**config.mk**
```make
export PLATFORM = sky130hd
export DESIGN_NAME = output_queue
export DESIGN_NICKNAME = d
export VERILOG_FILES = /design/src/hdl/oq_buffer_pkg.sv /design/src/hdl/oq_sched_pkg.sv /design/src/hdl/pkt_link_buffer.sv /design/src/hdl/pifo_sorter.sv /design/src/hdl/dequeue_ctrl.sv /design/src/hdl/output_queue.sv
export SDC_FILE = /design/constraint.sdc
export NUM_CORES = 2
export LEC_CHECK = 0
export BUFFER_PORTS_ARGS = -buffer_cell sky130_fd_sc_hd__buf_4
export CORE_ASPECT_RATIO = 1.2
export CORE_MARGIN = 3
export CORE_UTILIZATION = 47
export CTS_CLUSTER_SIZE = 10
export DETAILED_ROUTE_END_ITERATION = 6
export PLACE_DENSITY = 0.72
export SETUP_SLACK_MARGIN = 0.4
export SLEW_MARGIN = 15
export SYNTH_ARGS = -nofsm -noshare
export SYNTH_HDL_FRONTEND = slang
export SYNTH_SLANG_ARGS = --single-unit
```
**constraint.sdc**
```tcl
create_clock -name axis_aclk -period 4.8 [get_ports axis_aclk]
set_input_delay 0.48 -clock axis_aclk [delete_from_list [all_inputs] [get_ports axis_aclk]]
set_output_delay 0.48 -clock axis_aclk [all_outputs]
set_load 0.01 [all_outputs]
```
**src/hdl/oq_buffer_pkg.sv**
```systemverilog
`default_nettype none

package oq_buffer_pkg;

    ////////////////////////////////////////////////////////////
    // packet storage sizes
    ////////////////////////////////////////////////////////////

    // one beat is one buffer word
    localparam int DATA_W = 64;
    localparam int KEEP_W = DATA_W / 8;

    // one word always stays on the free list
    localparam int BUF_DEPTH = 32;
    localparam int BUF_ADDR_W = 5;

    localparam int MAX_PKT_WORDS = 8;

    // almost full once a maximum size packet no longer fits
    localparam int ALMOST_FULL_FREE = MAX_PKT_WORDS;

    typedef logic [BUF_ADDR_W-1:0] buf_addr_t;
    typedef logic [DATA_W-1:0]     pkt_data_t;
    typedef logic [KEEP_W-1:0]     pkt_keep_t;

    // usable free words, 0 to 31
    typedef logic [BUF_ADDR_W-1:0] free_count_t;

endpackage

`default_nettype wire

```
**src/hdl/oq_sched_pkg.sv**
```systemverilog
`default_nettype none

package oq_sched_pkg;

    ////////////////////////////////////////////////////////////
    // scheduling types
    ////////////////////////////////////////////////////////////

    localparam int RANK_W = 16;
    localparam int PIFO_DEPTH = 8;

    // lower rank is served earlier
    typedef logic [RANK_W-1:0] rank_t;

    // occupied entries, 0 to PIFO_DEPTH
    typedef logic [3:0] pifo_count_t;

    // dequeue FSM
    typedef enum logic
    {
        DEQ_IDLE = 1'b0,
        DEQ_READ = 1'b1
    } deq_state_t;

endpackage

`default_nettype wire

```
**src/hdl/pkt_link_buffer.sv**
```systemverilog
`timescale 1ns/1ps
`default_nettype none

module pkt_link_buffer
(
    input  wire logic                      axis_aclk,
    input  wire logic                      axis_resetn,
    input  wire logic                      s_axis_tvalid,
    input  wire oq_buffer_pkg::pkt_data_t  s_axis_tdata,
    input  wire oq_buffer_pkg::pkt_keep_t  s_axis_tkeep,
    input  wire logic                      s_axis_tlast,
    input  wire logic                      rd_en,
    input  wire oq_buffer_pkg::buf_addr_t  rd_addr,
    output logic                           pkt_commit,
    output oq_buffer_pkg::buf_addr_t       commit_addr,
    output oq_buffer_pkg::pkt_data_t       rd_data,
    output oq_buffer_pkg::pkt_keep_t       rd_keep,
    output logic                           rd_last,
    output oq_buffer_pkg::buf_addr_t       rd_next_addr,
    output logic                           buffer_almost_full
);
    import oq_buffer_pkg::*;

    // word storage
    pkt_data_t   data_mem [BUF_DEPTH];
    pkt_keep_t   keep_mem [BUF_DEPTH];
    logic        last_mem [BUF_DEPTH];

    // shared link table for packets and the free list
    buf_addr_t   next_ptr [BUF_DEPTH];

    buf_addr_t   fl_head;
    buf_addr_t   fl_tail;
    buf_addr_t   head_next;
    buf_addr_t   pkt_start;
    free_count_t free_cnt;
    logic        wr_en;

    assign wr_en     = s_axis_tvalid;
    assign head_next = next_ptr[fl_head];

    ////////////////////////////////////////////////////////////
    // write and read ports
    ////////////////////////////////////////////////////////////

    // beats land on the free-list head, so consecutive beats follow the free chain
    always_ff @(posedge axis_aclk)
    begin
        if (wr_en)
        begin
            data_mem[fl_head] <= s_axis_tdata;
            keep_mem[fl_head] <= s_axis_tkeep;
            last_mem[fl_head] <= s_axis_tlast;
        end
    end

    // read register only loads on rd_en and holds otherwise
    always_ff @(posedge axis_aclk)
    begin
        if (rd_en)
        begin
            rd_data      <= data_mem[rd_addr];
            rd_keep      <= keep_mem[rd_addr];
            rd_last      <= last_mem[rd_addr];
            rd_next_addr <= next_ptr[rd_addr];
        end
    end

    ////////////////////////////////////////////////////////////
    // free list
    ////////////////////////////////////////////////////////////

    always_ff @(posedge axis_aclk)
    begin
        if (!axis_resetn)
        begin
            // whole buffer chained in address order
            for (int i = 0; i < BUF_DEPTH; i++)
            begin
                next_ptr[i] <= buf_addr_t'(i + 1);
            end
            fl_head   <= '0;
            fl_tail   <= buf_addr_t'(BUF_DEPTH - 1);
            pkt_start <= '0;
            free_cnt  <= free_count_t'(BUF_DEPTH - 1);
        end
        else
        begin
            if (wr_en)
            begin
                fl_head <= head_next;
            end
            // next packet starts where the head points after this last beat
            if (wr_en && s_axis_tlast)
            begin
                pkt_start <= head_next;
            end
            // freed word goes behind the tail
            if (rd_en)
            begin
                next_ptr[fl_tail] <= rd_addr;
                fl_tail           <= rd_addr;
            end
            case ({wr_en, rd_en})
                2'b10:   free_cnt <= free_cnt - 1'b1;
                2'b01:   free_cnt <= free_cnt + 1'b1;
                default: free_cnt <= free_cnt;
            endcase
        end
    end

    assign pkt_commit         = s_axis_tvalid & s_axis_tlast;
    assign commit_addr        = pkt_start;
    assign buffer_almost_full = (free_cnt < free_count_t'(ALMOST_FULL_FREE));

endmodule

`default_nettype wire

```
**src/hdl/pifo_sorter.sv**
```systemverilog
`timescale 1ns/1ps
`default_nettype none

module pifo_sorter
(
    input  wire logic                      axis_aclk,
    input  wire logic                      axis_resetn,
    input  wire logic                      insert_en,
    input  wire oq_sched_pkg::rank_t       insert_rank,
    input  wire oq_buffer_pkg::buf_addr_t  insert_addr,
    input  wire logic                      pop,
    output logic                           head_valid,
    output oq_buffer_pkg::buf_addr_t       head_addr,
    output logic                           pifo_full
);
    import oq_sched_pkg::*;
    import oq_buffer_pkg::*;

    // entries sorted by ascending rank, index 0 is the head
    rank_t                 rank_q [PIFO_DEPTH];
    buf_addr_t             addr_q [PIFO_DEPTH];
    pifo_count_t           count;

    // array after the pop shift, before the insert
    rank_t                 ext_rank [PIFO_DEPTH];
    buf_addr_t             ext_addr [PIFO_DEPTH];
    pifo_count_t           ext_count;
    logic [PIFO_DEPTH-1:0] ext_le;

    // array after the insert
    rank_t                 nxt_rank [PIFO_DEPTH];
    buf_addr_t             nxt_addr [PIFO_DEPTH];

    ////////////////////////////////////////////////////////////
    // insert position
    ////////////////////////////////////////////////////////////

    // a pop drops the old head before the new entry is placed
    always_comb
    begin
        ext_count = count - pifo_count_t'(pop);
        for (int i = 0; i < PIFO_DEPTH - 1; i++)
        begin
            ext_rank[i] = pop ? rank_q[i+1] : rank_q[i];
            ext_addr[i] = pop ? addr_q[i+1] : addr_q[i];
        end
        // past the kept entries after a pop
        ext_rank[PIFO_DEPTH-1] = rank_q[PIFO_DEPTH-1];
        ext_addr[PIFO_DEPTH-1] = addr_q[PIFO_DEPTH-1];
        // ext_le marks kept entries that stay ahead of the new one
        for (int i = 0; i < PIFO_DEPTH; i++)
        begin
            ext_le[i] = (pifo_count_t'(i) < ext_count) && (ext_rank[i] <= insert_rank);
        end
    end

    // entries behind the insert point move one slot down
    always_comb
    begin
        if (insert_en && !ext_le[0])
        begin
            nxt_rank[0] = insert_rank;
            nxt_addr[0] = insert_addr;
        end
        else
        begin
            nxt_rank[0] = ext_rank[0];
            nxt_addr[0] = ext_addr[0];
        end
        for (int i = 1; i < PIFO_DEPTH; i++)
        begin
            if (!insert_en || ext_le[i])
            begin
                nxt_rank[i] = ext_rank[i];
                nxt_addr[i] = ext_addr[i];
            end
            else if (ext_le[i-1])
            begin
                nxt_rank[i] = insert_rank;
                nxt_addr[i] = insert_addr;
            end
            else
            begin
                nxt_rank[i] = ext_rank[i-1];
                nxt_addr[i] = ext_addr[i-1];
            end
        end
    end

    ////////////////////////////////////////////////////////////
    // storage
    ////////////////////////////////////////////////////////////

    always_ff @(posedge axis_aclk)
    begin
        for (int i = 0; i < PIFO_DEPTH; i++)
        begin
            rank_q[i] <= nxt_rank[i];
            addr_q[i] <= nxt_addr[i];
        end
    end

    always_ff @(posedge axis_aclk)
    begin
        if (!axis_resetn)
        begin
            count <= '0;
        end
        else
        begin
            count <= count + pifo_count_t'(insert_en) - pifo_count_t'(pop);
        end
    end

    assign head_valid = (count != '0);
    assign head_addr  = addr_q[0];
    assign pifo_full  = (count == pifo_count_t'(PIFO_DEPTH));

endmodule

`default_nettype wire

```
**src/hdl/dequeue_ctrl.sv**
```systemverilog
`timescale 1ns/1ps
`default_nettype none

module dequeue_ctrl
(
    input  wire logic                      axis_aclk,
    input  wire logic                      axis_resetn,
    input  wire logic                      head_valid,
    input  wire oq_buffer_pkg::buf_addr_t  head_addr,
    input  wire oq_buffer_pkg::pkt_data_t  rd_data,
    input  wire oq_buffer_pkg::pkt_keep_t  rd_keep,
    input  wire logic                      rd_last,
    input  wire oq_buffer_pkg::buf_addr_t  rd_next_addr,
    input  wire logic                      m_axis_tready,
    output logic                           pop,
    output logic                           rd_en,
    output oq_buffer_pkg::buf_addr_t       rd_addr,
    output logic                           m_axis_tvalid,
    output oq_buffer_pkg::pkt_data_t       m_axis_tdata,
    output oq_buffer_pkg::pkt_keep_t       m_axis_tkeep,
    output logic                           m_axis_tlast
);
    import oq_sched_pkg::*;

    deq_state_t state;
    deq_state_t state_next;
    logic       beat_accept;

    // a word is on the output for the whole of DEQ_READ
    assign m_axis_tvalid = (state == DEQ_READ);
    assign beat_accept   = m_axis_tvalid & m_axis_tready;

    ////////////////////////////////////////////////////////////
    // dequeue FSM
    ////////////////////////////////////////////////////////////

    always_comb
    begin
        state_next = state;
        pop        = 1'b0;
        rd_en      = 1'b0;
        rd_addr    = rd_next_addr;
        case (state)
            DEQ_IDLE:
            begin
                // pop the head and fetch its first word in the same cycle
                if (head_valid)
                begin
                    pop        = 1'b1;
                    rd_en      = 1'b1;
                    rd_addr    = head_addr;
                    state_next = DEQ_READ;
                end
            end
            DEQ_READ:
            begin
                // follow the link only once the current word has left
                if (beat_accept)
                begin
                    if (rd_last)
                    begin
                        state_next = DEQ_IDLE;
                    end
                    else
                    begin
                        rd_en = 1'b1;
                    end
                end
            end
            default:
            begin
                state_next = DEQ_IDLE;
            end
        endcase
    end

    always_ff @(posedge axis_aclk)
    begin
        if (!axis_resetn)
        begin
            state <= DEQ_IDLE;
        end
        else
        begin
            state <= state_next;
        end
    end

    // the buffer read register doubles as the output register, it holds while rd_en is low
    assign m_axis_tdata = rd_data;
    assign m_axis_tkeep = rd_keep;
    assign m_axis_tlast = rd_last;

endmodule

`default_nettype wire

```
**src/hdl/output_queue.sv**
```systemverilog
`timescale 1ns/1ps
`default_nettype none

module output_queue
(
    input  wire logic                      axis_aclk,
    input  wire logic                      axis_resetn,
    input  wire logic                      s_axis_tvalid,
    input  wire oq_buffer_pkg::pkt_data_t  s_axis_tdata,
    input  wire oq_buffer_pkg::pkt_keep_t  s_axis_tkeep,
    input  wire logic                      s_axis_tlast,
    input  wire oq_sched_pkg::rank_t       s_axis_trank,
    output logic                           m_axis_tvalid,
    output oq_buffer_pkg::pkt_data_t       m_axis_tdata,
    output oq_buffer_pkg::pkt_keep_t       m_axis_tkeep,
    output logic                           m_axis_tlast,
    input  wire logic                      m_axis_tready,
    output logic                           buffer_almost_full,
    output logic                           pifo_full
);
    import oq_buffer_pkg::*;

    // enqueue side to scheduler
    logic      pkt_commit;
    buf_addr_t commit_addr;

    // scheduler to dequeue
    logic      head_valid;
    buf_addr_t head_addr;
    logic      pop;

    // dequeue reads from the buffer
    logic      rd_en;
    buf_addr_t rd_addr;
    pkt_data_t rd_data;
    pkt_keep_t rd_keep;
    logic      rd_last;
    buf_addr_t rd_next_addr;

    ////////////////////////////////////////////////////////////
    // storage and sorting side by side
    ////////////////////////////////////////////////////////////

    pkt_link_buffer u_buffer
    (
        .axis_aclk          (axis_aclk),
        .axis_resetn        (axis_resetn),
        .s_axis_tvalid      (s_axis_tvalid),
        .s_axis_tdata       (s_axis_tdata),
        .s_axis_tkeep       (s_axis_tkeep),
        .s_axis_tlast       (s_axis_tlast),
        .rd_en              (rd_en),
        .rd_addr            (rd_addr),
        .pkt_commit         (pkt_commit),
        .commit_addr        (commit_addr),
        .rd_data            (rd_data),
        .rd_keep            (rd_keep),
        .rd_last            (rd_last),
        .rd_next_addr       (rd_next_addr),
        .buffer_almost_full (buffer_almost_full)
    );

    // rank is taken with the last beat
    pifo_sorter u_pifo
    (
        .axis_aclk   (axis_aclk),
        .axis_resetn (axis_resetn),
        .insert_en   (pkt_commit),
        .insert_rank (s_axis_trank),
        .insert_addr (commit_addr),
        .pop         (pop),
        .head_valid  (head_valid),
        .head_addr   (head_addr),
        .pifo_full   (pifo_full)
    );

    dequeue_ctrl u_deq
    (
        .axis_aclk     (axis_aclk),
        .axis_resetn   (axis_resetn),
        .head_valid    (head_valid),
        .head_addr     (head_addr),
        .rd_data       (rd_data),
        .rd_keep       (rd_keep),
        .rd_last       (rd_last),
        .rd_next_addr  (rd_next_addr),
        .m_axis_tready (m_axis_tready),
        .pop           (pop),
        .rd_en         (rd_en),
        .rd_addr       (rd_addr),
        .m_axis_tvalid (m_axis_tvalid),
        .m_axis_tdata  (m_axis_tdata),
        .m_axis_tkeep  (m_axis_tkeep),
        .m_axis_tlast  (m_axis_tlast)
    );

endmodule

`default_nettype wire

```
==> flow_summary.ini <==
[outcome]
status = finished clean

[cts]
clock_path_buffers = 4
root_buffer = clkbuf_16
clock_latency_ns = 0.85
path_clk_slew_ns = 0.06
cts_tree = done
htreeDepth = 5
cts_buffers = 323
cts.sinks = 2772

[global_route]
grt_max_degree = 140
grt_overflow = 0
use_met1 = 0.317
antenna_found_initial = 19
met2_usage = 0.422
use_met3 = 0.0434
busiest_layer = met2
grt_pass1_wl_microns = 481000
first_global_vias = 75788
grtUsageTotal = 0.252

[synthesis]
synth.area.mux_share = 0.0551
seq_area_frac_synth = 0.703
yosys.area_share.adder = 0.0153
synth-simple-area-share = 0.156
syn_area_sq_um = 116000
syn-instance-count = 9053
synth_compound_area_frac = 0.0449
synthTopCellsByCount = edfxtp_1, nand2_1, nand3_1
synth_top_family_by_area = simple AND/OR/NAND/NOR gates
async_flop_share = 0
synth_edf_count = 2595
synth_top_area_share = 0.672
ys.flop_type = edfxtp_1
ys_ff_latch = 2772
synth-warning-count = 0
synth_cell_types = 75
syn_nets = 9287
yosysTopAreaCell = edfxtp_1
synth_area_leaders = edfxtp_1, nand2_1, mux2i_1
yosysMostFrequentCell = edfxtp_1
avgSynthCellArea_sq_um = 12.8
synth_xor_xnor_area_share = 0.000529

[floorplan]
ios = 169
dieWidth_microns = 459
coreArea_sq_um = 245000
rows = 199
die_y_microns = 550
dieArea_sq_um = 253000
start_util = 0.473

[setup_path]
cp-start-kind = register
crit_required_ns = 5.36
worstReg2RegEnd = u_buffer.rd_data[21]
r2r-start = u_pifo.count[3]
critPathKind = reg2reg
cp_cell_sequence = inv_1 -> ha_4 -> nor4bb_1 -> a211oi_4 -> buf_4 -> nand2b_1 -> or2_4 -> buf_4 -> a211oi_1 -> nor4_1 -> nand3_1
crit_arrival_ns = 4.83
critPathMaxFanout = 18
critPathSlowestCell = nor4_1
end_kind = register
reg2reg_depth = 11
slowest_delay_ns = 0.72
cp-startpoint = u_pifo.count[3]
crit_top_cell = buf_4
ff2ff_setup_slack_ns = 0.52
worstSetupEndpoint = u_buffer.rd_data[21]

[timing]
maxSlewHeadroom = 0.204
slew_viol_final = 0
setup_tns_ns = 0
period_needed_ns = 4.28
rsz0062_at_grt = true
period_share = 0.891
setup_violations = 0
worst_pin_slew_ns = 1.19
fmax_mhz = 234
fin_hold_ws_ns = 0.0411
final-hold-violation-count = 0
fin_skew_ns = 0.0507

[final_layout]
drive_above_1_share = 0.111
area_growth_syn_to_layout_pct = 13.8
fin_util = 0.538
layout.nets = 9528

[routing]
drtAntennaViolNets = 0
drt-total-wl_microns = 329000
wire_per_inst_microns = 26.2
drt_iter0_markers = 9347
drcViolationCount = 0
first_pass_iters = 6
vias = 77434
via_per_inst = 6.16

[placed_design]
gp_congestion = 0.880
hpwl_microns = 183000
io_buffers = 168

[power_and_ir_drop]
leakage_nw = 47.3
ir_drop_mv = 0.737
p_per_area_nw_per_um2 = 745

[min_path]
hp-class = in2reg

[run]
maxCapViolations = 0
-- layout make-up --
cell class	count	area, sq um
fill	19469	113000
sequential	2772	81500
multi-input combinational	5564	32100
clock buffer	367	8610
timing repair buffer	529	5190
tap	3216	4020
inverter	104	394
clock inverter	12	120
antenna	15	37.5
-- worst min path at each step --
stage                          from  cells after the start  slack (ns)                   endpoint
2_1_floorplan  u_buffer.free_cnt[2]                      2        0.45       u_buffer.free_cnt[2]
6_report           s_axis_tdata[10]                      1        0.04  u_buffer.data_mem[18][10]
5_1_grt            s_axis_trank[11]                      2        0.02       u_pifo.rank_q[0][11]
3_5_place_dp   u_buffer.free_cnt[2]                      2        0.48       u_buffer.free_cnt[2]
4_1_cts            s_axis_tdata[58]                      1      0.0004  u_buffer.data_mem[19][58]
3_3_place_gp   u_buffer.free_cnt[2]                      2        0.48       u_buffer.free_cnt[2]
-- worst max-delay path, delay by kind of cell, from the launching register on --
kind	cells	cell delay, ns
AND/OR/NAND/NOR	5	2.59
buffers and inverters	3	0.70
flip-flops	1	0.33
adder cells (fa/ha/maj)	1	0.20
AO/OA/AOI/OAI	2	0.14
-- power breakdown --
group | switching, mW | internal [mW]
clock | 8.88 | 12.5
combinational | 30.8 | 16.2
sequential | 1.11 | 28.8
-- flip-flops by register name, summed over array words and instances, names as in the netlist, 8 cells and up, named ones only --
register and flops:
u_buffer.rd_keep 8, u_pifo.addr_q 40, u_buffer.data_mem 2048, u_pifo.rank_q 128
u_buffer.last_mem 32, u_buffer.keep_mem 256, u_buffer.next_ptr 160, u_buffer.rd_data 64
-- layout by cell type (no fill, tap or decap), types with 8 or more instances in the layout --
cell / netlist / layout
a311oi_1: 19 / 19
a2111oi_1: 4 / 16
nand2b_1: 12 / 10
nand2_1: 2482 / 2482
o21ai_1: 16 / 15
mux2i_1: 449 / 437
o22ai_1: 49 / 48
ha_1: 139 / 138
dlygate4sd3_1: 0 / 52
o31ai_1: 21 / 21
and4_1: 12 / 12
nor2_1: 187 / 152
and3_1: 322 / 320
mux2i_4: 0 / 8
a31oi_1: 102 / 101
mux4_2: 50 / 50
nand3_1: 750 / 748
edfxtp_1: 2595 / 2595
diode_2: 0 / 15
mux2_2: 59 / 59
a21oi_1: 151 / 148
o311ai_0: 55 / 55
a32oi_1: 108 / 108
buf_4: 9 / 386
a211oi_1: 112 / 111
a22oi_1: 9 / 8
dfxtp_1: 177 / 176
buf_12: 0 / 86
nor4_1: 62 / 62
clkbuf_16: 0 / 337
nand3b_1: 12 / 12
o21ai_0: 48 / 48
nor2_4: 0 / 38
inv_1: 103 / 101
o211ai_1: 13 / 13
nor3_1: 59 / 59
nor2b_1: 12 / 11
nand4_1: 147 / 147
clkbuf_1: 372 / 24
-- timing repair --
| item | 4_1_cts | 5_1_grt |
|---|---|---|
| gates cloned | 0 | 3 |
| buffers inserted | 6 | 7 |
| hold buffers | 52 | 0 |
| pin swaps | 1 | 2 |
| endpoints found under the setup margin | 117 | 120 |
| gates resized for setup | 8 | 38 |
| endpoints found under the hold margin | 808 | 0 |
-- cells by family after synthesis --
logic type      count (synthesis)
mux                           567
fa+ha+maj                     141
simple gates                 4101
flops                        2772
buf+inv                       717
xor+xnor                        7
compound gates                748
-- metal layers --
| metal | part of all wire | vias up |
|---|---|---|
| li1 | - | 33771 |
| met2 | 0.49 | 4253 |
| met1 | 0.37 | 38465 |
| met3 | 0.092 | 943 |
| met5 | 0.000039 | - |
| met4 | 0.052 | 2 |
-- per-stage QoR --
step	setup WS, ns	instance area [sq um]	instances	power (mW)
floorplan	-0.0246	116000	9053	60.0
global placement	0.259	122000	12117	75.0
detailed placement	0.114	122000	12117	76.1
CTS	0.383	132000	12554	97.7
global route	0.291	132000	12572	103
finish	0.525	132000	12579	98.3
Power figures use the tool's default switching activity.
